==> src/source/rvDecode_cfg.svh <==
`ifndef RV_DECODE_CFG_SVH
`define RV_DECODE_CFG_SVH

// Data path width of the core
`define RV_XLEN 32

// Architectural register file size
`define RV_NREGS 32

`define RV_REGIDX_W 5 // log2 of RV_NREGS

`endif

==> src/source/isaPkg.sv <==
`include "rvDecode_cfg.svh"

package isaPkg;

    typedef logic [31:0] instWord_t; // Always 32 bits in RV32I

    typedef logic [`RV_XLEN-1:0] xWord_t;

    typedef logic [`RV_REGIDX_W-1:0] regIdx_t;

    // Major opcodes known to the decoder
    typedef enum logic [6:0] {
        OP     = 7'b0110011, // R-type
        LOAD   = 7'b0000011,
        OPIMM  = 7'b0010011, // I-type computation
        JALR   = 7'b1100111,
        STORE  = 7'b0100011,
        BRANCH = 7'b1100011,
        AUIPC  = 7'b0010111,
        LUI    = 7'b0110111,
        JAL    = 7'b1101111
    } opcode_e;

endpackage

==> src/source/ctrlPkg.sv <==
package ctrlPkg;

    typedef logic [2:0] aluOp_t;

    // ALU operation classes
    localparam aluOp_t ALU_RTYPE  = 3'd0;
    localparam aluOp_t ALU_LOAD   = 3'd1;
    localparam aluOp_t ALU_ITYPE  = 3'd2;
    localparam aluOp_t ALU_JALR   = 3'd3;
    localparam aluOp_t ALU_STORE  = 3'd4;
    localparam aluOp_t ALU_BRANCH = 3'd5;
    localparam aluOp_t ALU_UPPER  = 3'd6; // LUI, AUIPC and JAL

    typedef enum logic [2:0] {
        IMM_I    = 3'd0,
        IMM_S    = 3'd1,
        IMM_B    = 3'd2,
        IMM_U    = 3'd3,
        IMM_J    = 3'd4,
        IMM_NONE = 3'd5
    } immType_e;

    typedef struct packed {
        aluOp_t    aluOp;
        logic      aluSrc;
        logic      pcToRegSrc;
        immType_e  immType;
        logic      rdSrc;
        logic      memToReg;
        logic      memWrite;
        logic      memRead;
        logic      regWrite;
        logic      branch;
        logic      illegal; // Opcode not recognised
    } ctrl_t;

    typedef struct packed {
        ctrl_t             ctrl;
        isaPkg::instWord_t inst;
        isaPkg::regIdx_t   rs1;
        isaPkg::regIdx_t   rs2;
        isaPkg::regIdx_t   rd;
        isaPkg::xWord_t    rs1Val;
        isaPkg::xWord_t    rs2Val;
        isaPkg::xWord_t    imm;
    } decoded_t;

endpackage

==> src/source/controlUnit.sv <==
`timescale 1ns/10ps
`include "rvDecode_cfg.svh"

module controlUnit (
    input  logic [6:0]     opcode,
    output ctrlPkg::ctrl_t ctrl
);

    always_comb begin
        ctrl = '0; // Fields not named below stay low
        case (opcode)
            isaPkg::OP: begin
                ctrl.aluOp    = ctrlPkg::ALU_RTYPE;
                ctrl.aluSrc   = 1'b1;
                ctrl.immType  = ctrlPkg::IMM_NONE;
                ctrl.memToReg = 1'b1;
                ctrl.regWrite = 1'b1;
            end
            isaPkg::LOAD: begin
                ctrl.aluOp    = ctrlPkg::ALU_LOAD;
                ctrl.immType  = ctrlPkg::IMM_I;
                ctrl.memRead  = 1'b1;
                ctrl.regWrite = 1'b1; // Result from memory
            end
            isaPkg::OPIMM: begin
                ctrl.aluOp    = ctrlPkg::ALU_ITYPE;
                ctrl.immType  = ctrlPkg::IMM_I;
                ctrl.memToReg = 1'b1;
                ctrl.regWrite = 1'b1;
            end
            isaPkg::JALR: begin
                ctrl.aluOp    = ctrlPkg::ALU_JALR;
                ctrl.immType  = ctrlPkg::IMM_I;
                ctrl.rdSrc    = 1'b1; // Link address
                ctrl.memToReg = 1'b1;
                ctrl.regWrite = 1'b1;
                ctrl.branch   = 1'b1;
            end
            isaPkg::STORE: begin
                ctrl.aluOp    = ctrlPkg::ALU_STORE;
                ctrl.immType  = ctrlPkg::IMM_S;
                ctrl.memWrite = 1'b1;
            end
            isaPkg::BRANCH: begin
                ctrl.aluOp      = ctrlPkg::ALU_BRANCH;
                ctrl.aluSrc     = 1'b1; // Compare rs1 with rs2
                ctrl.pcToRegSrc = 1'b1;
                ctrl.immType    = ctrlPkg::IMM_B;
                ctrl.rdSrc      = 1'b1;
                ctrl.branch     = 1'b1;
            end
            isaPkg::AUIPC: begin
                ctrl.aluOp      = ctrlPkg::ALU_UPPER;
                ctrl.pcToRegSrc = 1'b1; // PC plus upper immediate
                ctrl.immType    = ctrlPkg::IMM_U;
                ctrl.rdSrc      = 1'b1;
                ctrl.memToReg   = 1'b1;
                ctrl.regWrite   = 1'b1;
            end
            isaPkg::LUI: begin
                ctrl.aluOp    = ctrlPkg::ALU_UPPER;
                ctrl.immType  = ctrlPkg::IMM_U;
                ctrl.memToReg = 1'b1;
                ctrl.regWrite = 1'b1;
            end
            isaPkg::JAL: begin
                ctrl.aluOp    = ctrlPkg::ALU_UPPER;
                ctrl.immType  = ctrlPkg::IMM_J;
                ctrl.rdSrc    = 1'b1;
                ctrl.memToReg = 1'b1;
                ctrl.regWrite = 1'b1;
                ctrl.branch   = 1'b1;
            end
            default: begin
                ctrl.illegal = 1'b1;
            end
        endcase
    end

endmodule

==> src/source/decodeStage.sv <==
`timescale 1ns/10ps
`include "rvDecode_cfg.svh"

module decodeStage (
    input  logic                clk,
    input  logic                arstN,
    input  logic                inValid,
    input  isaPkg::instWord_t   inInst,
    output logic                inReady,
    input  ctrlPkg::ctrl_t      ctrl,
    input  isaPkg::xWord_t      imm,
    input  isaPkg::xWord_t      rs1Val,
    input  isaPkg::xWord_t      rs2Val,
    output logic [6:0]          opcode,
    output isaPkg::regIdx_t     rs1Idx,
    output isaPkg::regIdx_t     rs2Idx,
    output isaPkg::instWord_t   inst,
    output logic                outValid,
    output ctrlPkg::decoded_t   outRec,
    input  logic                outReady
);

    isaPkg::regIdx_t   rdIdx;
    ctrlPkg::decoded_t nextRec;
    logic              accept;

    // Fixed RV32I field positions
    assign opcode = inInst[6:0];
    assign rdIdx  = inInst[11:7];
    assign rs1Idx = inInst[19:15];
    assign rs2Idx = inInst[24:20];
    assign inst   = inInst; // Immediate bits are scattered

    always_comb begin
        nextRec.ctrl   = ctrl;
        nextRec.inst   = inInst;
        nextRec.rs1    = rs1Idx;
        nextRec.rs2    = rs2Idx;
        nextRec.rd     = rdIdx;
        nextRec.rs1Val = rs1Val;
        nextRec.rs2Val = rs2Val;
        nextRec.imm    = imm;
    end

    assign inReady = !outValid || outReady; // Slot empty or draining
    assign accept  = inValid && inReady;

    always_ff @(posedge clk or negedge arstN) begin
        if (!arstN) begin
            outValid <= 1'b0;
        end else if (inReady) begin
            outValid <= inValid;
        end
    end

    always_ff @(posedge clk) begin
        if (accept) begin
            outRec <= nextRec; // Held while stalled
        end
    end

endmodule

==> src/source/immGen.sv <==
`timescale 1ns/10ps
`include "rvDecode_cfg.svh"

module immGen (
    input  isaPkg::instWord_t  inst,
    input  ctrlPkg::immType_e  immType,
    output isaPkg::xWord_t     imm
);

    logic signBit;

    assign signBit = inst[31]; // Every format signs from bit 31

    always_comb begin
        case (immType)
            ctrlPkg::IMM_I: begin
                imm = {{20{signBit}}, inst[31:20]};
            end
            ctrlPkg::IMM_S: begin
                imm = {{20{signBit}}, inst[31:25], inst[11:7]};
            end
            ctrlPkg::IMM_B: begin
                imm = {{19{signBit}}, inst[31], inst[7], inst[30:25], inst[11:8], 1'b0};
            end
            ctrlPkg::IMM_U: begin
                imm = {inst[31:12], 12'b0};
            end
            ctrlPkg::IMM_J: begin
                imm = {{11{signBit}}, inst[31], inst[19:12], inst[20], inst[30:21], 1'b0};
            end
            default: begin
                imm = '0; // R-type carries no immediate
            end
        endcase
    end

endmodule

==> src/source/regFile.sv <==
`timescale 1ns/10ps
`include "rvDecode_cfg.svh"

module regFile (
    input  logic             clk,
    input  logic             arstN,
    input  isaPkg::regIdx_t  rdIdxA,
    input  isaPkg::regIdx_t  rdIdxB,
    output isaPkg::xWord_t   rdDataA,
    output isaPkg::xWord_t   rdDataB,
    input  logic             wrEn,
    input  isaPkg::regIdx_t  wrIdx,
    input  isaPkg::xWord_t   wrData
);

    isaPkg::xWord_t regs [`RV_NREGS];

    // x0 first, then same-cycle write, then stored value
    function automatic isaPkg::xWord_t readPort(input isaPkg::regIdx_t idx);
        if (idx == '0) begin
            return '0;
        end else if (wrEn && (wrIdx == idx)) begin
            return wrData;
        end
        return regs[idx];
    endfunction

    always_comb begin
        rdDataA = readPort(rdIdxA);
        rdDataB = readPort(rdIdxB);
    end

    always_ff @(posedge clk or negedge arstN) begin
        if (!arstN) begin
            for (int i = 0; i < `RV_NREGS; i++) begin
                regs[i] <= '0;
            end
        end else if (wrEn && (wrIdx != '0)) begin
            regs[wrIdx] <= wrData; // x0 never written
        end
    end

endmodule

==> src/source/rvDecodeTop.sv <==
`timescale 1ns/10ps
`include "rvDecode_cfg.svh"

module rvDecodeTop (
    input  logic               clk,
    input  logic               arstN,
    input  logic               inValid,
    input  isaPkg::instWord_t  inInst,
    output logic               inReady,
    input  logic               wbEn,
    input  isaPkg::regIdx_t    wbIdx,
    input  isaPkg::xWord_t     wbData,
    output logic               outValid,
    output ctrlPkg::decoded_t  outRec,
    input  logic               outReady
);

    logic [6:0]        opcode;
    ctrlPkg::ctrl_t    ctrl;
    isaPkg::instWord_t inst;
    isaPkg::xWord_t    imm;
    isaPkg::regIdx_t   rs1Idx;
    isaPkg::regIdx_t   rs2Idx;
    isaPkg::xWord_t    rs1Val;
    isaPkg::xWord_t    rs2Val;

    controlUnit i_ctrl (
        .opcode (opcode),
        .ctrl   (ctrl)
    );

    immGen i_imm (
        .inst    (inst),
        .immType (ctrl.immType),
        .imm     (imm)
    );

    regFile i_regs (
        .clk     (clk),
        .arstN   (arstN),
        .rdIdxA  (rs1Idx),
        .rdIdxB  (rs2Idx),
        .rdDataA (rs1Val),
        .rdDataB (rs2Val),
        .wrEn    (wbEn), // Writeback straight from outside
        .wrIdx   (wbIdx),
        .wrData  (wbData)
    );

    decodeStage i_stage (
        .clk      (clk),
        .arstN    (arstN),
        .inValid  (inValid),
        .inInst   (inInst),
        .inReady  (inReady),
        .ctrl     (ctrl),
        .imm      (imm),
        .rs1Val   (rs1Val),
        .rs2Val   (rs2Val),
        .opcode   (opcode),
        .rs1Idx   (rs1Idx),
        .rs2Idx   (rs2Idx),
        .inst     (inst),
        .outValid (outValid),
        .outRec   (outRec),
        .outReady (outReady)
    );

endmodule

==> config.mk <==
export PLATFORM = sky130hd
export DESIGN_NAME = rvDecodeTop
export DESIGN_NICKNAME = d
export VERILOG_FILES = /design/src/source/isaPkg.sv /design/src/source/ctrlPkg.sv /design/src/source/controlUnit.sv /design/src/source/decodeStage.sv /design/src/source/immGen.sv /design/src/source/regFile.sv /design/src/source/rvDecodeTop.sv
export VERILOG_INCLUDE_DIRS = /design/src /design/src/source
export SDC_FILE = /design/constraint.sdc
export NUM_CORES = 2
export LEC_CHECK = 0
export BUFFER_PORTS_ARGS = -buffer_cell sky130_fd_sc_hd__buf_2
export CAP_MARGIN = 20
export CORE_MARGIN = 10
export CORE_UTILIZATION = 25
export CTS_BUF_LIST = sky130_fd_sc_hd__clkbuf_4
export CTS_CLUSTER_DIAMETER = 40
export DETAILED_ROUTE_END_ITERATION = 10
export HOLD_SLACK_MARGIN = 0.12
export PLACE_DENSITY_LB_ADDON = 0.15
export SETUP_SLACK_MARGIN = 0.05
export SLEW_MARGIN = 15
export SYNTH_ARGS = -nofsm -noshare
export SYNTH_HDL_FRONTEND = slang
export SYNTH_SLANG_ARGS = --single-unit
==> constraint.sdc <==
create_clock -name clk -period 12.6 [get_ports clk]
set_input_delay 0.63 -clock clk [delete_from_list [all_inputs] [get_ports clk]]
set_output_delay 0.63 -clock clk [all_outputs]
set_load 0.1 [all_outputs]
==> summary.txt <==
Run status
  – Status: completed

Synthesis
  – Asr flop ratio synth: 0.8776
  – Top-count cell post-synth: dfrtp_1
  – Synth warn: 0
  – #FFs+latches synth: 1168
  – Synth area leaders: dfrtp_1, mux2_2, mux4_2
  – Seq/Total Area, Yosys: 0.5014
  – Top cell type's share of synthesized area: 0.4295
  – Count of unique library cells instantiated by Yosys: between 50 and 60
  – Post-synth top area cell: dfrtp_1
  – Synthesized area per cell: 14.90 um2
  – Post-synth top cells: dfrtp_1, mux2_2, mux4_2, clkbuf_1, mux2i_1
  – EDFF count, synth: about 140
  – Mapped Area: approximately 0.060 mm2
  – Synth Flop Type: dfrtp_1
  – Synthesized instance count: 4009
  – Syn nets: between 4000 and 5000

STA
  – Setup TNS: 0 ns
  – Fin crit share: 0.2918
  – Final hold slack: around 0.15 ns
  – Final Skew: 0.1095 ns
  – Slew @ Worst Pin: about 1.1 ns
  – Final Hold Vio Count: 0
  – Slew Viols, Final: 0
  – Minimum clock period: between 3 and 4 ns
  – RSZ-0062 raised after global routing: no
  – Max Fclk: 0.2720 GHz
  – Max transition margin: 0.2663
  – Setup violators final: 0

Power
  – Clock share of power: 0.349
  – Peak supply drop: 0.0001045 V
  – Sw power: approximately 3.4 mW
  – Internal power: between 7 and 8 mW
  – Pleak: around 30 nW
  – Overall Power: ~11 mW
  – Sw frac: 0.3047
  – Reg power frac: 0.449
  – Total power per unit cell area: between 150 and 200 mW/mm2
  – Comb power frac: 0.203

GRT
  – Total gr overflow: 0
  – Vias in the first global route: 42617
  – Initial antenna violation count: 16
  – Largest net degree at the start of global routing: 140
  – All-Layer GR Usage: 0.1800
  – First-pass GRT wire length: 336100 um

Worst setup path
  – Worst setup endpoint: i_stage.outRec[75]$_DFFE_PP_
  – Reg-to-Reg End: i_stage.outRec[104]$_DFFE_PP_
  – Critical Path Start: inInst[18]
  – Critical path endpoint category: flip-flop
  – R2R Setup Slk: about 9.8 ns
  – R2R cell count: 4
  – Worst Path Arrival: between 4 and 5 ns
  – CP Class: input port to flip-flop
  – Critical path required time: 13.76 ns
  – Crit path max fanout: 27
  – Reg-to-reg startpoint: i_stage.outValid$_DFFE_PN0N_
  – Crit path launch type: input port

Finish
  – Net count, final: about 4400
  – Share of layout cells above drive strength 1: 0.5100
  – Non-filler cells, final: ~8000
  – Fill cells: 24178
  – Area delta synth->final: 16.73%

Clock network
  – H-tree levels: 5
  – Clk_lat worst skew: between 1 and 1.5 ns
  – Root Driver: clkbuf_4
  – Post-CTS resize count: 0
  – Clk slew on worst S/H paths: approximately 0.07 ns
  – CTS tree: done
  – Clk buf depth: 4
  – Total CTS buffers: between 300 and 400
  – Clock Sinks: 1168

Detailed routing
  – Iteration-0 DRC Markers: 2833
  – Detailed Routing Iterations Pass 1: 5
  – DR vias: around 40000
  – Via-per-instance ratio: between 5 and 6
  – DR WL/cell: around 30 um
  – Routed wire length: roughly 240000 um
  – ANT nets after route: 0
  – Drt drc: 0

Worst hold path
  – Worst hold stages: 2
  – Worst hold path type: input port to flip-flop

Place
  – Final GP Congestion: roughly 0.72
  – Post-DP HPWL: around 130000 um
  – Placed instance count: 7045
  – IO buf count: ~230

Floorplanning
  – # rows: 179
  – Initial core utilization: 0.2511
  – # IOs: ~230
  – Die width: a little over 500 um
  – Die area: between 0.2 and 0.3 mm2
  – Core Region: approximately 0.24 mm2
  – Die H: 508.8 um

Job
  – Max-cap viol count: 0
routing by layer:
metal / global-route usage / vias to the layer above / wire [um]
li1: - / 16531 / -
met1: 0.2479 / 21916 / 108100
met2: 0.2875 / 1230 / 110200
met3: 0.03227 / 388 / 12010
met4: 0.05551 / 6 / 6332
met5: 0 / - / 41
registers in the layout (all words and copies together), names as in the netlist:
name	cells
i_stage.outValid	1
i_regs.regs	1024
i_stage.outRec	143
metrics by stage:
step	instance area, um2	utilization	setup WS, ns
5_1_grt	69710	0.2931	8.899
3_5_place_dp	64000	0.2691	8.132
2_1_floorplan	59720	-	7.032
3_3_place_gp	63980	0.2690	8.157
4_1_cts	69660	0.2929	9.044
6_report	69710	0.2931	8.923
cell type report:
type	count	area, um2	share of cell area
Sequential cell	1168	29940	0.4295
Clock inverter	81	374.1	0.005367
Clock buffer	561	4212	0.06041
Timing Repair Buffer	434	3122	0.04478
Inverter	5	23.77	0.0003410
Antenna cell	9	22.52	0.0003231
Multi-Input combinational cell	2378	28050	0.4024
Tap cell	3167	3963	0.05684
cells in the final DEF (no fill, tap or decap), types with 75 or more instances in the layout:
master / instances
dfrtp_1: 1025
mux2_2: 988
clkbuf_4: 561
mux4_2: 405
mux2i_1: 267
buf_2: 226
edfxtp_1: 143
dlygate4sd3_1: 104
a21oi_1: 102
buf_4: 89
nand2_1: 78
a22oi_1: 75
power groups by stage:
stage,logic (mW),registers [mW],clock network (mW)
after floorplan,1.50,5.10,0
after global placement,2.20,5.02,0
after detailed placement,2.23,5.03,0
after CTS,2.27,4.97,4.02
after global routing,2.41,5.06,4.23
final,2.24,4.97,3.86
repair_timing:
item	in CTS	in global routing
hold buffers	105	0
setup buffers	0	0
endpoints found under the hold margin	1353	0
setup endpoints to repair	0	0
critical path: stages:
cell           delay (ns)
dlygate4sd3_1        0.54
buf_4                0.55
buf_4                0.69
nor2_1               0.09
a21oi_1              0.29
mux2i_1              0.16
nor3_4               0.85
buf_4                0.70
a221o_1              0.27
how the worst min path moves through the flow:
stage	startpoint	to	slack (ns)
3_3_place_gp	i_regs.regs[1012]$_DFFE_PN0P_	i_regs.regs[1012]$_DFFE_PN0P_	0.38
5_1_grt	inInst[15]	i_stage.outRec[106]$_DFFE_PP_	0.11
3_5_place_dp	i_regs.regs[1001]$_DFFE_PN0P_	i_regs.regs[1001]$_DFFE_PN0P_	0.38
4_1_cts	inInst[20]	i_stage.outRec[101]$_DFFE_PP_	0.12
6_report	inInst[20]	i_stage.outRec[101]$_DFFE_PP_	0.15
2_1_floorplan	arstN	i_regs.regs[0]$_DFFE_PN0P_	0.33
kinds of logic after synthesis:
logic type             Yosys count  synth area share
AO/OA/AOI/OAI                  445           0.05673
XOR/XNOR                         9          0.001320
buffers and inverters          463           0.03373
flip-flops                    1168            0.5014
multiplexers                  1664            0.3845
AND/OR/NAND/NOR                260           0.02229
(Power assumes the default switching activity.)
